## src/common/kr580_config.svh

```systemverilog
`ifndef KR580_CONFIG_SVH
`define KR580_CONFIG_SVH

// Bus widths of the core
`define KR_DATA_W       8                   // Data bus and register width
`define KR_ADDR_W       16                  // Address bus and PC width

// Program counter after reset
`define KR_RESET_PC     16'h0000

// Flag register layout, 8080 style
//   7   6   5   4   3   2   1   0
//   S   Z   0   A   0   P   1   C
`define KR_FLAG_C       0                   // Carry or borrow
`define KR_FLAG_P       2                   // Parity or overflow
`define KR_FLAG_A       4                   // Half carry
`define KR_FLAG_Z       6                   // Zero
`define KR_FLAG_S       7                   // Sign

`endif

```

## src/common/kr580_pkg.sv

```systemverilog
`default_nettype none

package kr580_pkg;

    // ALU operation, same order as opcode bits 5..3 of the ALU group
    typedef enum logic [2:0] {
        ALU_ADD = 3'd0,
        ALU_ADC = 3'd1,
        ALU_SUB = 3'd2,
        ALU_SBC = 3'd3,
        ALU_AND = 3'd4,
        ALU_XOR = 3'd5,
        ALU_OR  = 3'd6,
        ALU_CP  = 3'd7
    } alu_mode_t;

    // Register code as found in the y and z opcode fields
    typedef enum logic [2:0] {
        REG_B = 3'd0,
        REG_C = 3'd1,
        REG_D = 3'd2,
        REG_E = 3'd3,
        REG_H = 3'd4,
        REG_L = 3'd5,
        REG_M = 3'd6,                       // (HL) operand, not supported
        REG_A = 3'd7
    } reg_code_t;

    // Opcode seen as group, destination and source fields
    typedef struct packed {
        logic [1:0] grp;
        logic [2:0] y;                      // Destination reg or ALU mode
        logic [2:0] z;                      // Source reg or sub-opcode
    } op_reg_t;

    // Opcode seen as group, register pair and q bit
    typedef struct packed {
        logic [1:0] grp;
        logic [1:0] p;                      // BC, DE, HL, SP
        logic       q;
        logic [2:0] z;
    } op_pair_t;

    // One opcode byte, decoded through both views
    typedef union packed {
        op_reg_t  by_reg;
        op_pair_t by_pair;
    } opcode_u;

endpackage

`default_nettype wire

```

## src/common/kr580_rf_if.sv

```systemverilog
`timescale 1ns/1ps
`default_nettype none

`include "kr580_config.svh"

interface kr580_rf_if;
    import kr580_pkg::*;

    reg_code_t                rd_sel;       // Register read port select
    logic                     wr8_en;       // Single register write
    logic                     wr16_en;      // Pair write, wr_sel names the high half
    reg_code_t                wr_sel;
    logic [2*`KR_DATA_W-1:0]  wr_data;
    logic                     flags_we;
    logic [`KR_DATA_W-1:0]    flags_wdata;
    logic [`KR_DATA_W-1:0]    rd_data8;
    logic [`KR_DATA_W-1:0]    acc;
    logic [`KR_DATA_W-1:0]    flags;

    modport sequencer (
        output rd_sel, wr8_en, wr16_en, wr_sel, wr_data, flags_we, flags_wdata,
        input  rd_data8, acc, flags
    );

    modport regfile (
        input  rd_sel, wr8_en, wr16_en, wr_sel, wr_data, flags_we, flags_wdata,
        output rd_data8, acc, flags
    );

endinterface

`default_nettype wire

```

## src/cpu/kr580_alu.sv

```systemverilog
`timescale 1ns/1ps
`default_nettype none

`include "kr580_config.svh"

module kr580_alu (
    input  wire kr580_pkg::alu_mode_t   mode_i,
    input  wire  [`KR_DATA_W-1:0]       op1_i,
    input  wire  [`KR_DATA_W-1:0]       op2_i,
    input  wire                         carry_i,
    output logic [`KR_DATA_W-1:0]       result_o,
    output logic [`KR_DATA_W-1:0]       flags_o
);
    import kr580_pkg::*;

    logic                   cin;
    logic [`KR_DATA_W:0]    sum;            // Ninth bit is carry or borrow
    logic [4:0]             half;           // Low nibble with its carry
    logic                   ovf;
    logic                   use_ovf;
    logic                   parity_even;

    // Only ADC and SBC take the stored carry
    assign cin = ((mode_i == ALU_ADC) || (mode_i == ALU_SBC)) ? carry_i : 1'b0;

    always_comb begin
        half = 5'd0;
        ovf  = 1'b0;
        case (mode_i)
            ALU_ADD, ALU_ADC: begin
                sum  = {1'b0, op1_i} + {1'b0, op2_i} + cin;
                half = {1'b0, op1_i[3:0]} + {1'b0, op2_i[3:0]} + cin;
                ovf  = (op1_i[`KR_DATA_W-1] == op2_i[`KR_DATA_W-1]) &&
                       (sum[`KR_DATA_W-1] != op1_i[`KR_DATA_W-1]);
            end
            ALU_SUB, ALU_SBC, ALU_CP: begin
                sum  = {1'b0, op1_i} - {1'b0, op2_i} - cin;
                half = {1'b0, op1_i[3:0]} - {1'b0, op2_i[3:0]} - cin;
                ovf  = (op1_i[`KR_DATA_W-1] != op2_i[`KR_DATA_W-1]) &&
                       (sum[`KR_DATA_W-1] != op1_i[`KR_DATA_W-1]);
            end
            ALU_AND: sum = {1'b0, op1_i & op2_i};
            ALU_XOR: sum = {1'b0, op1_i ^ op2_i};
            ALU_OR:  sum = {1'b0, op1_i | op2_i};
            default: sum = '0;
        endcase
    end

    assign parity_even = ~^sum[`KR_DATA_W-1:0];
    assign use_ovf     = mode_i inside {ALU_ADD, ALU_ADC, ALU_SUB, ALU_SBC};   // CP shows parity

    assign result_o = sum[`KR_DATA_W-1:0];

    always_comb begin
        flags_o = 8'b0000_0010;                                   // Bit 1 always set
        flags_o[`KR_FLAG_S] = sum[`KR_DATA_W-1];
        flags_o[`KR_FLAG_Z] = (sum[`KR_DATA_W-1:0] == '0);
        flags_o[`KR_FLAG_A] = half[4];                            // Zero for logic ops
        flags_o[`KR_FLAG_P] = use_ovf ? ovf : parity_even;
        flags_o[`KR_FLAG_C] = sum[`KR_DATA_W];
    end

endmodule

`default_nettype wire

```

## src/cpu/kr580_regfile.sv

```systemverilog
`timescale 1ns/1ps
`default_nettype none

`include "kr580_config.svh"

module kr580_regfile (
    input  wire             pin_clk,
    input  wire             reset_i,
    kr580_rf_if.regfile     rf
);
    import kr580_pkg::*;

    logic [`KR_DATA_W-1:0] b_q, c_q, d_q, e_q, h_q, l_q, a_q, f_q;

    // Combinational read port
    always_comb begin
        case (rf.rd_sel)
            REG_B:   rf.rd_data8 = b_q;
            REG_C:   rf.rd_data8 = c_q;
            REG_D:   rf.rd_data8 = d_q;
            REG_E:   rf.rd_data8 = e_q;
            REG_H:   rf.rd_data8 = h_q;
            REG_L:   rf.rd_data8 = l_q;
            REG_A:   rf.rd_data8 = a_q;
            default: rf.rd_data8 = '0;                            // No (HL) operand
        endcase
    end

    assign rf.acc   = a_q;
    assign rf.flags = f_q;

    always_ff @(posedge pin_clk) begin
        if (reset_i) begin
            b_q <= '0;
            c_q <= '0;
            d_q <= '0;
            e_q <= '0;
            h_q <= '0;
            l_q <= '0;
            a_q <= '0;
            f_q <= '0;
        end else begin
            if (rf.wr16_en) begin
                case (rf.wr_sel)                                  // High half names the pair
                    REG_B:   {b_q, c_q} <= rf.wr_data;
                    REG_D:   {d_q, e_q} <= rf.wr_data;
                    REG_H:   {h_q, l_q} <= rf.wr_data;
                    default: ;
                endcase
            end else if (rf.wr8_en) begin
                case (rf.wr_sel)
                    REG_B:   b_q <= rf.wr_data[`KR_DATA_W-1:0];
                    REG_C:   c_q <= rf.wr_data[`KR_DATA_W-1:0];
                    REG_D:   d_q <= rf.wr_data[`KR_DATA_W-1:0];
                    REG_E:   e_q <= rf.wr_data[`KR_DATA_W-1:0];
                    REG_H:   h_q <= rf.wr_data[`KR_DATA_W-1:0];
                    REG_L:   l_q <= rf.wr_data[`KR_DATA_W-1:0];
                    REG_A:   a_q <= rf.wr_data[`KR_DATA_W-1:0];
                    default: ;
                endcase
            end
            if (rf.flags_we) f_q <= rf.flags_wdata;
        end
    end

endmodule

`default_nettype wire

```

## src/cpu/kr580_sequencer.sv

```systemverilog
`timescale 1ns/1ps
`default_nettype none

`include "kr580_config.svh"

module kr580_sequencer (
    input  wire                         pin_clk,
    input  wire                         reset_i,
    output logic [`KR_ADDR_W-1:0]       mem_addr_o,
    input  wire  [`KR_DATA_W-1:0]       mem_rdata_i,
    output logic [`KR_DATA_W-1:0]       mem_wdata_o,
    output logic                        mem_we_o,
    output logic [`KR_DATA_W-1:0]       port_addr_o,
    input  wire  [`KR_DATA_W-1:0]       port_rdata_i,
    output logic [`KR_DATA_W-1:0]       port_wdata_o,
    output logic                        port_we_o,
    output kr580_pkg::alu_mode_t        alu_mode_o,
    output logic [`KR_DATA_W-1:0]       alu_op1_o,
    output logic [`KR_DATA_W-1:0]       alu_op2_o,
    input  wire  [`KR_DATA_W-1:0]       alu_result_i,
    input  wire  [`KR_DATA_W-1:0]       alu_flags_i,
    kr580_rf_if.sequencer               rf
);
    import kr580_pkg::*;

    logic [1:0]             t_q;            // T-state within the instruction
    logic [`KR_ADDR_W-1:0]  pc_q;
    logic [`KR_ADDR_W-1:0]  cursor_q;       // Data address for LD (nn)
    logic                   alt_q;          // Put cursor on the address bus
    logic [`KR_DATA_W-1:0]  imm_lo_q;
    logic [`KR_DATA_W-1:0]  imm_hi_q;
    opcode_u                opcode_q;
    opcode_u                op;             // Opcode being decoded this cycle

    logic is_halt;
    logic is_ld_r_i8;
    logic is_ld_r_r;
    logic is_ld_rp;
    logic is_inc_dec;
    logic is_alu_r;
    logic is_alu_i;
    logic is_jp;
    logic is_st_a;
    logic is_ld_a;
    logic is_out;
    logic is_in;
    logic cc_flag;
    logic jp_taken;

    // In T0 the opcode is still on the data bus
    assign op = (t_q == 2'd0) ? mem_rdata_i : opcode_q;

    assign is_halt    = (op == 8'h76);
    assign is_ld_r_i8 = (op.by_reg.grp == 2'b00) && (op.by_reg.z == 3'd6) &&
                        (op.by_reg.y != REG_M);
    assign is_ld_r_r  = (op.by_reg.grp == 2'b01) && (op.by_reg.y != REG_M) &&
                        (op.by_reg.z != REG_M);
    assign is_ld_rp   = (op.by_pair.grp == 2'b00) && (op.by_pair.z == 3'd1) &&
                        !op.by_pair.q && (op.by_pair.p != 2'd3);  // No SP here
    assign is_inc_dec = (op.by_reg.grp == 2'b00) && (op.by_reg.z[2:1] == 2'b10) &&
                        (op.by_reg.y != REG_M);
    assign is_alu_r   = (op.by_reg.grp == 2'b10) && (op.by_reg.z != REG_M);
    assign is_alu_i   = (op.by_reg.grp == 2'b11) && (op.by_reg.z == 3'd6);
    assign is_jp      = (op == 8'hC3) || ((op.by_reg.grp == 2'b11) && (op.by_reg.z == 3'd2));
    assign is_st_a    = (op == 8'h32);
    assign is_ld_a    = (op == 8'h3A);
    assign is_out     = (op == 8'hD3);
    assign is_in      = (op == 8'hDB);

    // INC and DEC borrow ADD and SUB, z[0] tells them apart
    assign alu_mode_o = is_inc_dec ? (op.by_reg.z[0] ? ALU_SUB : ALU_ADD)
                                   : alu_mode_t'(op.by_reg.y);

    assign mem_addr_o = alt_q ? cursor_q : pc_q;

    // Condition code: y[2:1] picks Z/C/P/S, y[0] the wanted value
    always_comb begin
        case (op.by_reg.y[2:1])
            2'd0:    cc_flag = rf.flags[`KR_FLAG_Z];
            2'd1:    cc_flag = rf.flags[`KR_FLAG_C];
            2'd2:    cc_flag = rf.flags[`KR_FLAG_P];
            default: cc_flag = rf.flags[`KR_FLAG_S];
        endcase
        jp_taken = (op == 8'hC3) || (cc_flag == op.by_reg.y[0]);
    end

    // Register file requests, taken at the end of the current cycle
    always_comb begin
        rf.rd_sel      = is_inc_dec ? reg_code_t'(op.by_reg.y) : reg_code_t'(op.by_reg.z);
        rf.wr8_en      = 1'b0;
        rf.wr16_en     = 1'b0;
        rf.wr_sel      = reg_code_t'(op.by_reg.y);
        rf.wr_data     = {{`KR_DATA_W{1'b0}}, mem_rdata_i};
        rf.flags_we    = 1'b0;
        rf.flags_wdata = alu_flags_i;
        case (t_q)
            2'd1: begin
                if (is_ld_r_i8) rf.wr8_en = 1'b1;
                if (is_ld_r_r) begin
                    rf.wr8_en  = 1'b1;
                    rf.wr_data = {{`KR_DATA_W{1'b0}}, rf.rd_data8};
                end
            end
            2'd2: begin
                if (is_ld_rp) begin
                    rf.wr16_en = 1'b1;
                    rf.wr_sel  = reg_code_t'({op.by_pair.p, 1'b0});   // B, D or H
                    rf.wr_data = {mem_rdata_i, imm_lo_q};
                end
                if (is_inc_dec || is_alu_r || is_alu_i) begin
                    rf.wr8_en   = (alu_mode_o != ALU_CP);         // CP keeps A
                    rf.wr_sel   = is_inc_dec ? reg_code_t'(op.by_reg.y) : REG_A;
                    rf.wr_data  = {{`KR_DATA_W{1'b0}}, alu_result_i};
                    rf.flags_we = 1'b1;
                end
                if (is_in) begin
                    rf.wr8_en  = 1'b1;
                    rf.wr_sel  = REG_A;
                    rf.wr_data = {{`KR_DATA_W{1'b0}}, port_rdata_i};
                end
            end
            2'd3: begin
                if (is_ld_a) begin
                    rf.wr8_en = 1'b1;
                    rf.wr_sel = REG_A;                            // Data from cursor
                end
            end
            default: ;
        endcase
    end

    always_ff @(posedge pin_clk) begin
        if (reset_i) begin
            t_q       <= 2'd0;
            pc_q      <= `KR_RESET_PC;
            alt_q     <= 1'b0;
            mem_we_o  <= 1'b0;
            port_we_o <= 1'b0;
        end else begin
            alt_q     <= 1'b0;                                    // Strobes last one cycle
            mem_we_o  <= 1'b0;
            port_we_o <= 1'b0;
            if (t_q == 2'd0) opcode_q <= mem_rdata_i;

            if (is_halt) begin
                t_q <= 2'd0;                                      // Refetch at the same PC
            end else if (is_ld_r_i8 || is_ld_r_r) begin
                if (t_q == 2'd0 || is_ld_r_i8) pc_q <= pc_q + 1'b1;
                t_q <= (t_q == 2'd0) ? 2'd1 : 2'd0;
            end else if (is_ld_rp) begin
                pc_q     <= pc_q + 1'b1;
                imm_lo_q <= mem_rdata_i;
                t_q      <= (t_q == 2'd2) ? 2'd0 : t_q + 1'b1;
            end else if (is_inc_dec || is_alu_r || is_alu_i) begin
                case (t_q)
                    2'd0: begin
                        pc_q <= pc_q + 1'b1;
                        t_q  <= 2'd1;
                    end
                    2'd1: begin
                        alu_op1_o <= is_inc_dec ? rf.rd_data8 : rf.acc;
                        if (is_inc_dec) alu_op2_o <= {{(`KR_DATA_W-1){1'b0}}, 1'b1};
                        else if (is_alu_i) alu_op2_o <= mem_rdata_i;
                        else alu_op2_o <= rf.rd_data8;
                        if (is_alu_i) pc_q <= pc_q + 1'b1;        // Skip the immediate
                        t_q <= 2'd2;
                    end
                    default: t_q <= 2'd0;
                endcase
            end else if (is_jp || is_st_a || is_ld_a) begin
                case (t_q)
                    2'd0: pc_q <= pc_q + 1'b1;
                    2'd1: begin
                        pc_q     <= pc_q + 1'b1;
                        imm_lo_q <= mem_rdata_i;
                    end
                    2'd2: begin
                        pc_q     <= pc_q + 1'b1;
                        imm_hi_q <= mem_rdata_i;
                        cursor_q <= {mem_rdata_i, imm_lo_q};
                        alt_q    <= !is_jp;
                        mem_we_o <= is_st_a;
                        mem_wdata_o <= rf.acc;
                    end
                    default: if (is_jp && jp_taken) pc_q <= {imm_hi_q, imm_lo_q};
                endcase
                t_q <= t_q + 1'b1;                                // Wraps to T0 after T3
            end else if (is_out || is_in) begin
                if (t_q != 2'd2) pc_q <= pc_q + 1'b1;
                if (t_q == 2'd1) begin
                    port_addr_o  <= mem_rdata_i;
                    port_wdata_o <= rf.acc;
                    port_we_o    <= is_out;
                end
                t_q <= (t_q == 2'd0 || (is_in && t_q == 2'd1)) ? t_q + 1'b1 : 2'd0;
            end else begin
                pc_q <= pc_q + 1'b1;                              // Unsupported, one-cycle NOP
                t_q  <= 2'd0;
            end
        end
    end

endmodule

`default_nettype wire

```

## src/hw/kr580_top.sv

```systemverilog
`timescale 1ns/1ps
`default_nettype none

`include "kr580_config.svh"

module kr580_top (
    input  wire                     pin_clk,
    input  wire                     reset_i,
    output logic [`KR_ADDR_W-1:0]   mem_addr_o,
    input  wire  [`KR_DATA_W-1:0]   mem_rdata_i,
    output logic [`KR_DATA_W-1:0]   mem_wdata_o,
    output logic                    mem_we_o,
    output logic [`KR_DATA_W-1:0]   port_addr_o,
    input  wire  [`KR_DATA_W-1:0]   port_rdata_i,
    output logic [`KR_DATA_W-1:0]   port_wdata_o,
    output logic                    port_we_o
);
    import kr580_pkg::*;

    alu_mode_t              alu_mode;
    logic [`KR_DATA_W-1:0]  alu_op1;
    logic [`KR_DATA_W-1:0]  alu_op2;
    logic [`KR_DATA_W-1:0]  alu_result;
    logic [`KR_DATA_W-1:0]  alu_flags;

    kr580_rf_if rf_bus ();

    kr580_sequencer u_seq (
        .pin_clk      (pin_clk),
        .reset_i      (reset_i),
        .mem_addr_o   (mem_addr_o),
        .mem_rdata_i  (mem_rdata_i),
        .mem_wdata_o  (mem_wdata_o),
        .mem_we_o     (mem_we_o),
        .port_addr_o  (port_addr_o),
        .port_rdata_i (port_rdata_i),
        .port_wdata_o (port_wdata_o),
        .port_we_o    (port_we_o),
        .alu_mode_o   (alu_mode),
        .alu_op1_o    (alu_op1),
        .alu_op2_o    (alu_op2),
        .alu_result_i (alu_result),
        .alu_flags_i  (alu_flags),
        .rf           (rf_bus.sequencer)
    );

    kr580_alu u_alu (
        .mode_i   (alu_mode),
        .op1_i    (alu_op1),
        .op2_i    (alu_op2),
        .carry_i  (rf_bus.flags[`KR_FLAG_C]),                     // Stored carry for ADC/SBC
        .result_o (alu_result),
        .flags_o  (alu_flags)
    );

    kr580_regfile u_rf (
        .pin_clk (pin_clk),
        .reset_i (reset_i),
        .rf      (rf_bus.regfile)
    );

endmodule

`default_nettype wire

```

## config.mk

```make
export PLATFORM = sky130hd
export DESIGN_NAME = kr580_top
export DESIGN_NICKNAME = d
export VERILOG_FILES = /design/src/common/kr580_pkg.sv /design/src/common/kr580_rf_if.sv /design/src/cpu/kr580_alu.sv /design/src/cpu/kr580_regfile.sv /design/src/cpu/kr580_sequencer.sv /design/src/hw/kr580_top.sv
export VERILOG_INCLUDE_DIRS = /design/src /design/src/common
export SDC_FILE = /design/constraint.sdc
export NUM_CORES = 1
export LEC_CHECK = 0
export BUFFER_PORTS_ARGS = -buffer_cell sky130_fd_sc_hd__buf_4
export CAP_MARGIN = 5
export CELL_PAD_IN_SITES_DETAIL_PLACEMENT = 0
export CELL_PAD_IN_SITES_GLOBAL_PLACEMENT = 1
export CORE_ASPECT_RATIO = 0.9
export CORE_MARGIN = 2
export CORE_UTILIZATION = 36
export CTS_BUF_LIST = sky130_fd_sc_hd__clkbuf_16
export DETAILED_ROUTE_END_ITERATION = 7
export HOLD_SLACK_MARGIN = 0.1
export PLACE_DENSITY_LB_ADDON = 0.1
export SLEW_MARGIN = 20
export SYNTH_ARGS = -nofsm -noshare
export SYNTH_HDL_FRONTEND = slang
export SYNTH_SLANG_ARGS = --single-unit
export TNS_END_PERCENT = 20
```

## constraint.sdc

```tcl
create_clock -name pin_clk -period 5.8 [get_ports pin_clk]
set_input_delay 0.29 -clock pin_clk [delete_from_list [all_inputs] [get_ports pin_clk]]
set_output_delay 0.29 -clock pin_clk [all_outputs]
set_load 0.005 [all_outputs]
```

; Word level (Yosys, flattened, before mapping)
; Index checks and enable logic that the tools add are counted.
[totals]
ff_bits = 163
word_cells = 243
out_inout_bits = 42
[op_classes]
n_mux = 80
n_addsub = 10
n_reduce_logical = 62
eq_ne = 56
bitwise = 13
[op_table]
columns = operator, count
row1 = two-way mux 8 bit, 29
row2 = two-way mux 16 bit, 14
row3 = case mux 16 bit (2 select lines), 2
row4 = case mux 8 bit (7 select lines), 1
row5 = case mux 9 bit (5 select lines), 1
row6 = "== test 3 bit, second input constant", 11
row7 = "== test 8 bit, second input constant", 3
row8 = "== test 3 x 2 -> 1 bit, second input constant", 7
row9 = two-way mux 3 bit, 6
row10 = AND reduction 6 bit, 3
row11 = "adder 16 x 1 -> 16 bit, second input constant", 1
row12 = "== test 8 x 6 -> 1 bit, second input constant", 2
row13 = logical AND 1 bit, 16
row14 = two-way mux 2 bit, 8
row15 = two-way mux 1 bit, 13
row16 = "== test 2 bit, second input constant", 6
row17 = "== test 3 x 1 -> 1 bit, second input constant", 4
row18 = AND reduction 3 bit, 4
row19 = nonzero test 2 bit, 6
row20 = logical OR 1 bit, 11
row21 = "inequality test 5 x 3 -> 1 bit, second input constant", 2
row22 = inverter 1 bit, 10
row23 = case mux 5 bit (2 select lines), 1
row24 = adder 8 x 8 -> 9 bit, 1
row25 = 37 further kinds, 59

; Longest topological paths before layout
[logic_depth]
word_depth = 17
depth_mapped = 24
ltp_nobuf = 22

; Cells and area by module
; A second synthesis with hierarchy kept.
[hier_totals]
hier_cells = 978
hier_area_um2 = 9700.6
[by_module_without_submodules]
columns = mod, area_each_um2, cells_each, seq_area_each_um2, instances
row1 = kr580_sequencer, 5134.9, 475, 2582.5, 1
row2 = kr580_regfile, 3074.2, 299, 1281.2, 1
row3 = kr580_alu, 1491.4, 204, 0.0, 1

; Worst setup path before layout
; No wires, ideal clock.
[synth_timing]
path_type = register to register
startpoint = reg u_seq.t_q[0]
endpoint = reg u_rf.f_q[2] (netlist: u_rf.rf.flags[2])
path_slack_ns = 1.380
t_arrival_ns = 4.329
path_stages_with_launch = 22
cell_sequence = dfxtp_1 inv_1 ha_1 buf_6 buf_6 buf_6 mux2i_2 nand3_1 nand2b_1 fa_1 ha_1 a211oi_1 a211oi_1 o211ai_1 nand3_1 o211ai_1 inv_1 ha_1 xnor2_1 xnor2_1 nand3_1 a311oi_1
[synth_via]
elab_chain_len = 14
word_cells_on_any_way = 43
classes_between = 2 x add/sub / 16 x eq/ne / 9 x mux / 16 x reduce/logical
[synth_lines]
columns = item, line
row1 = "start, declared", kr580_sequencer.sv:26  ; logic [1:0] t_q;
row2 = "start signal, assigned", kr580_sequencer.sv:149  ; t_q <= (t_q == 2'd0) ? 2'd1 : 2'd0;
row3 = "start signal, assigned", kr580_sequencer.sv:153  ; t_q <= (t_q == 2'd2) ? 2'd0 : t_q + 1'b1;
row4 = "start signal, assigned", kr580_sequencer.sv:187  ; t_q <= t_q + 1'b1;
row5 = branches (longest 14 deep; another with subtractor 9 x 1 -> 9 bit), -
row6 = "end signal, assigned", kr580_regfile.sv:62  ; if (rf.flags_we) f_q <= rf.flags_wdata;
row7 = "end, declared", kr580_regfile.sv:13  ; logic [`KR_DATA_W-1:0] b_q, c_q, d_q, e_q, h_q, l_q, a_q, f_q;
; Several ways; the timed one is not identified.
; A chain may end at the register's enable or synchronous reset.

==> results.sh <==
export IMPL_setup_tns_ns=0
export IMPL_synth_top_area_cell="edfxtp_1"
export IMPL_syn_avg_cell_area_um2=9.26
export IMPL_vias_per_cell=5.81
export IMPL_htreeDepth=4
export IMPL_hold_viol=0
export IMPL_path_class="reg2reg"
export IMPL_syn_to_final_growth_pct=14.9
export IMPL_grt_pass1_vias=7621
export IMPL_nNetsFinal=1121
export IMPL_fin_util_pct=41.8
export IMPL_dieArea_um2=27500
export IMPL_gp_congestion=0.896
export IMPL_yosysTopAreaCellShare_pct=23.0
export IMPL_ctsHoldBuffers=0
export IMPL_synth_area_um2=9410
export IMPL_synth_edff_count=72
export IMPL_cts_resized=0
export IMPL_path_clk_slew_ns=0.07
export IMPL_clock_sinks=153
export IMPL_relSlewSlack_pct=35.2
export IMPL_end_kind="flop"
export IMPL_fin_ws_ns=0.737
export IMPL_critPathLaunchType="flop"
export IMPL_cts_root_buf="clkbuf_16"
export IMPL_wl_per_cell_um=23.3
export IMPL_fp_dieW_um=174
export IMPL_hp_class="in2reg"
export IMPL_worstPathCellList="inv_1, ha_1, buf_4, nand2_1, o21a_1, inv_1, nand3_1, nand2b_1, fa_1, ha_1, a211oi_1, a211oi_1, o211ai_1, nand3_1, o211ai_1, nor2_1, o221ai_1, a22oi_1, a211oi_1"
export IMPL_vias=8262
export IMPL_dpl_worst_slack_ns=0.797
export IMPL_grtUsageTotal_pct=24.3
export IMPL_post_route_min_period_ns=5.06
export IMPL_finalCritPeriodShare_pct=87.3
export IMPL_first_pass_iters=6
export IMPL_critical_path_slowest_cell="o221ai_1"
export IMPL_power_leakage_nw=3.98
export IMPL_path_common_cell="a211oi_1"
export IMPL_hpwl_mm=23.9
export IMPL_drt_total_wl_mm=33.1
export IMPL_cts_buffer_depth=2
export IMPL_slew_viol_final=0
export IMPL_initial_utilization_pct=36.4
export IMPL_syn_inst=1016
export IMPL_crit_path_max_fanout=12
export IMPL_hold_ws_ns=0.199
export IMPL_synth_ff_type="dfxtp_1"
export IMPL_synth_cell_type_count=87
export IMPL_die_h_um=157
export IMPL_finalSetupViolCount=0
export IMPL_finalPower_mw=4.09
export IMPL_yosys_top_cells_area="edfxtp_1 (23%), dfxtp_1 (17%), ha_1 (5.2%)"
export IMPL_drv_cap=0
export IMPL_yosys_top_cells_count="nor2_1 (90), dfxtp_1 (81), a21oi_1 (76)"
export IMPL_ant_nets=0
export IMPL_cts_setup_buffers=0
export IMPL_antenna_found_initial=0
export IMPL_final_cells=1421
export IMPL_synthMostInstantiatedCell="nor2_1"
export IMPL_final_area_um2=10800
export IMPL_ir_drop_mv=0.202
export IMPL_grt_pass1_wl_mm=49.6
export IMPL_portBuffers=59
export IMPL_synthArstFlopShare_pct=0
export IMPL_rsz0062_at_grt="false"
export IMPL_route_detailed_drc=0
export IMPL_crit_arrival_ns=5.41
export IMPL_synth_warnings=0
export IMPL_power_density_nw_per_um2=378
export IMPL_finClkSkew_ns=0.0168
export IMPL_synth_seq_area_share_pct=40.2
export IMPL_layout_drive_gt1_share_pct=17.0
export IMPL_status="completed"
export IMPL_clk_latency_ns=0.44
export IMPL_placed_cells=1389
export IMPL_syn_nets=1077
export IMPL_core_region_area_um2=25900
export IMPL_diodes=0
export IMPL_required_ns=6.15
export IMPL_numCtsBuffers=17
export IMPL_drt_iter0_markers=921
export IMPL_io_pins=60
export IMPL_tightest_slew_ns=0.971
export IMPL_grt_overflow=0
export IMPL_timing_fmax_mhz=197
export IMPL_cts_tree="done"
export IMPL_postPlaceCellArea_um2=10200
export IMPL_critPathMaxStageDelay_ns=0.54
export IMPL_grt_max_degree=54
export IMPL_rows=56
export IMPL_ys_ff_latch=153
worst paths after layout:
kind                            startpoint                          end  slack [ns]  depth (start not counted)
hold / removal              mem_rdata_i[1]  u_seq.imm_lo_q[1]$_DFFE_PP_        0.20                          1
setup reg to reg   u_seq.t_q[0]$_SDFF_PP0_     u_rf.h_q[7]$_SDFFE_PP0P_        0.74                         19
setup / recovery   u_seq.t_q[0]$_SDFF_PP0_     u_rf.h_q[7]$_SDFFE_PP0P_        0.74                         19
hold reg to reg   u_rf.c_q[5]$_SDFFE_PP0P_     u_rf.c_q[5]$_SDFFE_PP0P_        0.46                          2
logic make-up after synthesis:
logic type / count (synthesis) / share of synthesized area (%)
mux: 55 / 6.62
buf+inv: 101 / 4.72
xor+xnor: 18 / 1.68
fa+ha+maj: 43 / 6.04
compound gates: 313 / 23.1
flops: 153 / 40.2
simple gates: 333 / 17.7
area by class of cell:
class	count	area, um2
Tap cell	348	435
Sequential cell	153	3780
Multi-Input combinational cell	762	5190
Timing Repair Buffer	83	623
Inverter	43	164
Clock inverter	15	189
Clock buffer	17	425
Fill cell	2573	15000
state kept, by name, indices dropped and copies added (netlist names), 4 cells and up:
register,cells
u_rf.rf.acc,8
u_seq.port_wdata_o,8
u_seq.alu_op2_o,8
u_rf.l_q,8
u_seq.port_addr_o,8
u_rf.c_q,8
u_seq.opcode_q,8
u_rf.d_q,8
u_rf.e_q,8
u_rf.b_q,8
u_seq.pc_q,16
u_rf.rf.flags,4
u_seq.mem_wdata_o,8
u_seq.alu_op1_o,8
u_seq.cursor_q,8
u_rf.h_q,8
u_seq.imm_hi_q,8
u_seq.imm_lo_q,8
report_power, final:
group	internal (mW)	switching, mW
Sequential	1.19	0.0463
Combinational	0.576	1.12
Clock	0.590	0.567
Total	2.35	1.74
cell usage in the layout (no fill, tap or decap), drive strengths merged, types with 5 or more instances in the layout:
cell and n:
nor3b 12, a31o 6, nand4 6, a21o 11
nor3 22, a221o 5, buf 83, a211oi 21
and2 13, nor2b 10, o32ai 5, ha 39
dfxtp 81, xnor2 14, a21oi 78, edfxtp 72
mux2i 32, inv 50, nor2 92, o31ai 11
clkinv 8, nand3 41, nand2b 7, o21a 6
mux2 22, clkbuf 17, o211ai 15, or2 16
and3 21, a22oi 13, nand2 74, o21ai 68
a221oi 10, a31oi 19
routing by layer:
layer	track usage, %	wire [um]	part of all wire (%)	vias up
met2	36.4	14400	44	317
met3	4.01	2110	6.4	41
met4	6.96	617	1.9	0
li1	-	-	-	3884
met1	35.7	15900	48	4020
met5	0	0	0	-
critical path: cells and delay by family, from the launching register on:
family | cells | cell delay [ns]
adders and majority gates | 3 | 1.20
buffers and inverters | 3 | 0.52
DFF | 1 | 0.33
and+or+nand+nor | 5 | 0.57
AOI/OAI and AO/OA | 8 | 2.36
(Power assumes the default switching activity.)
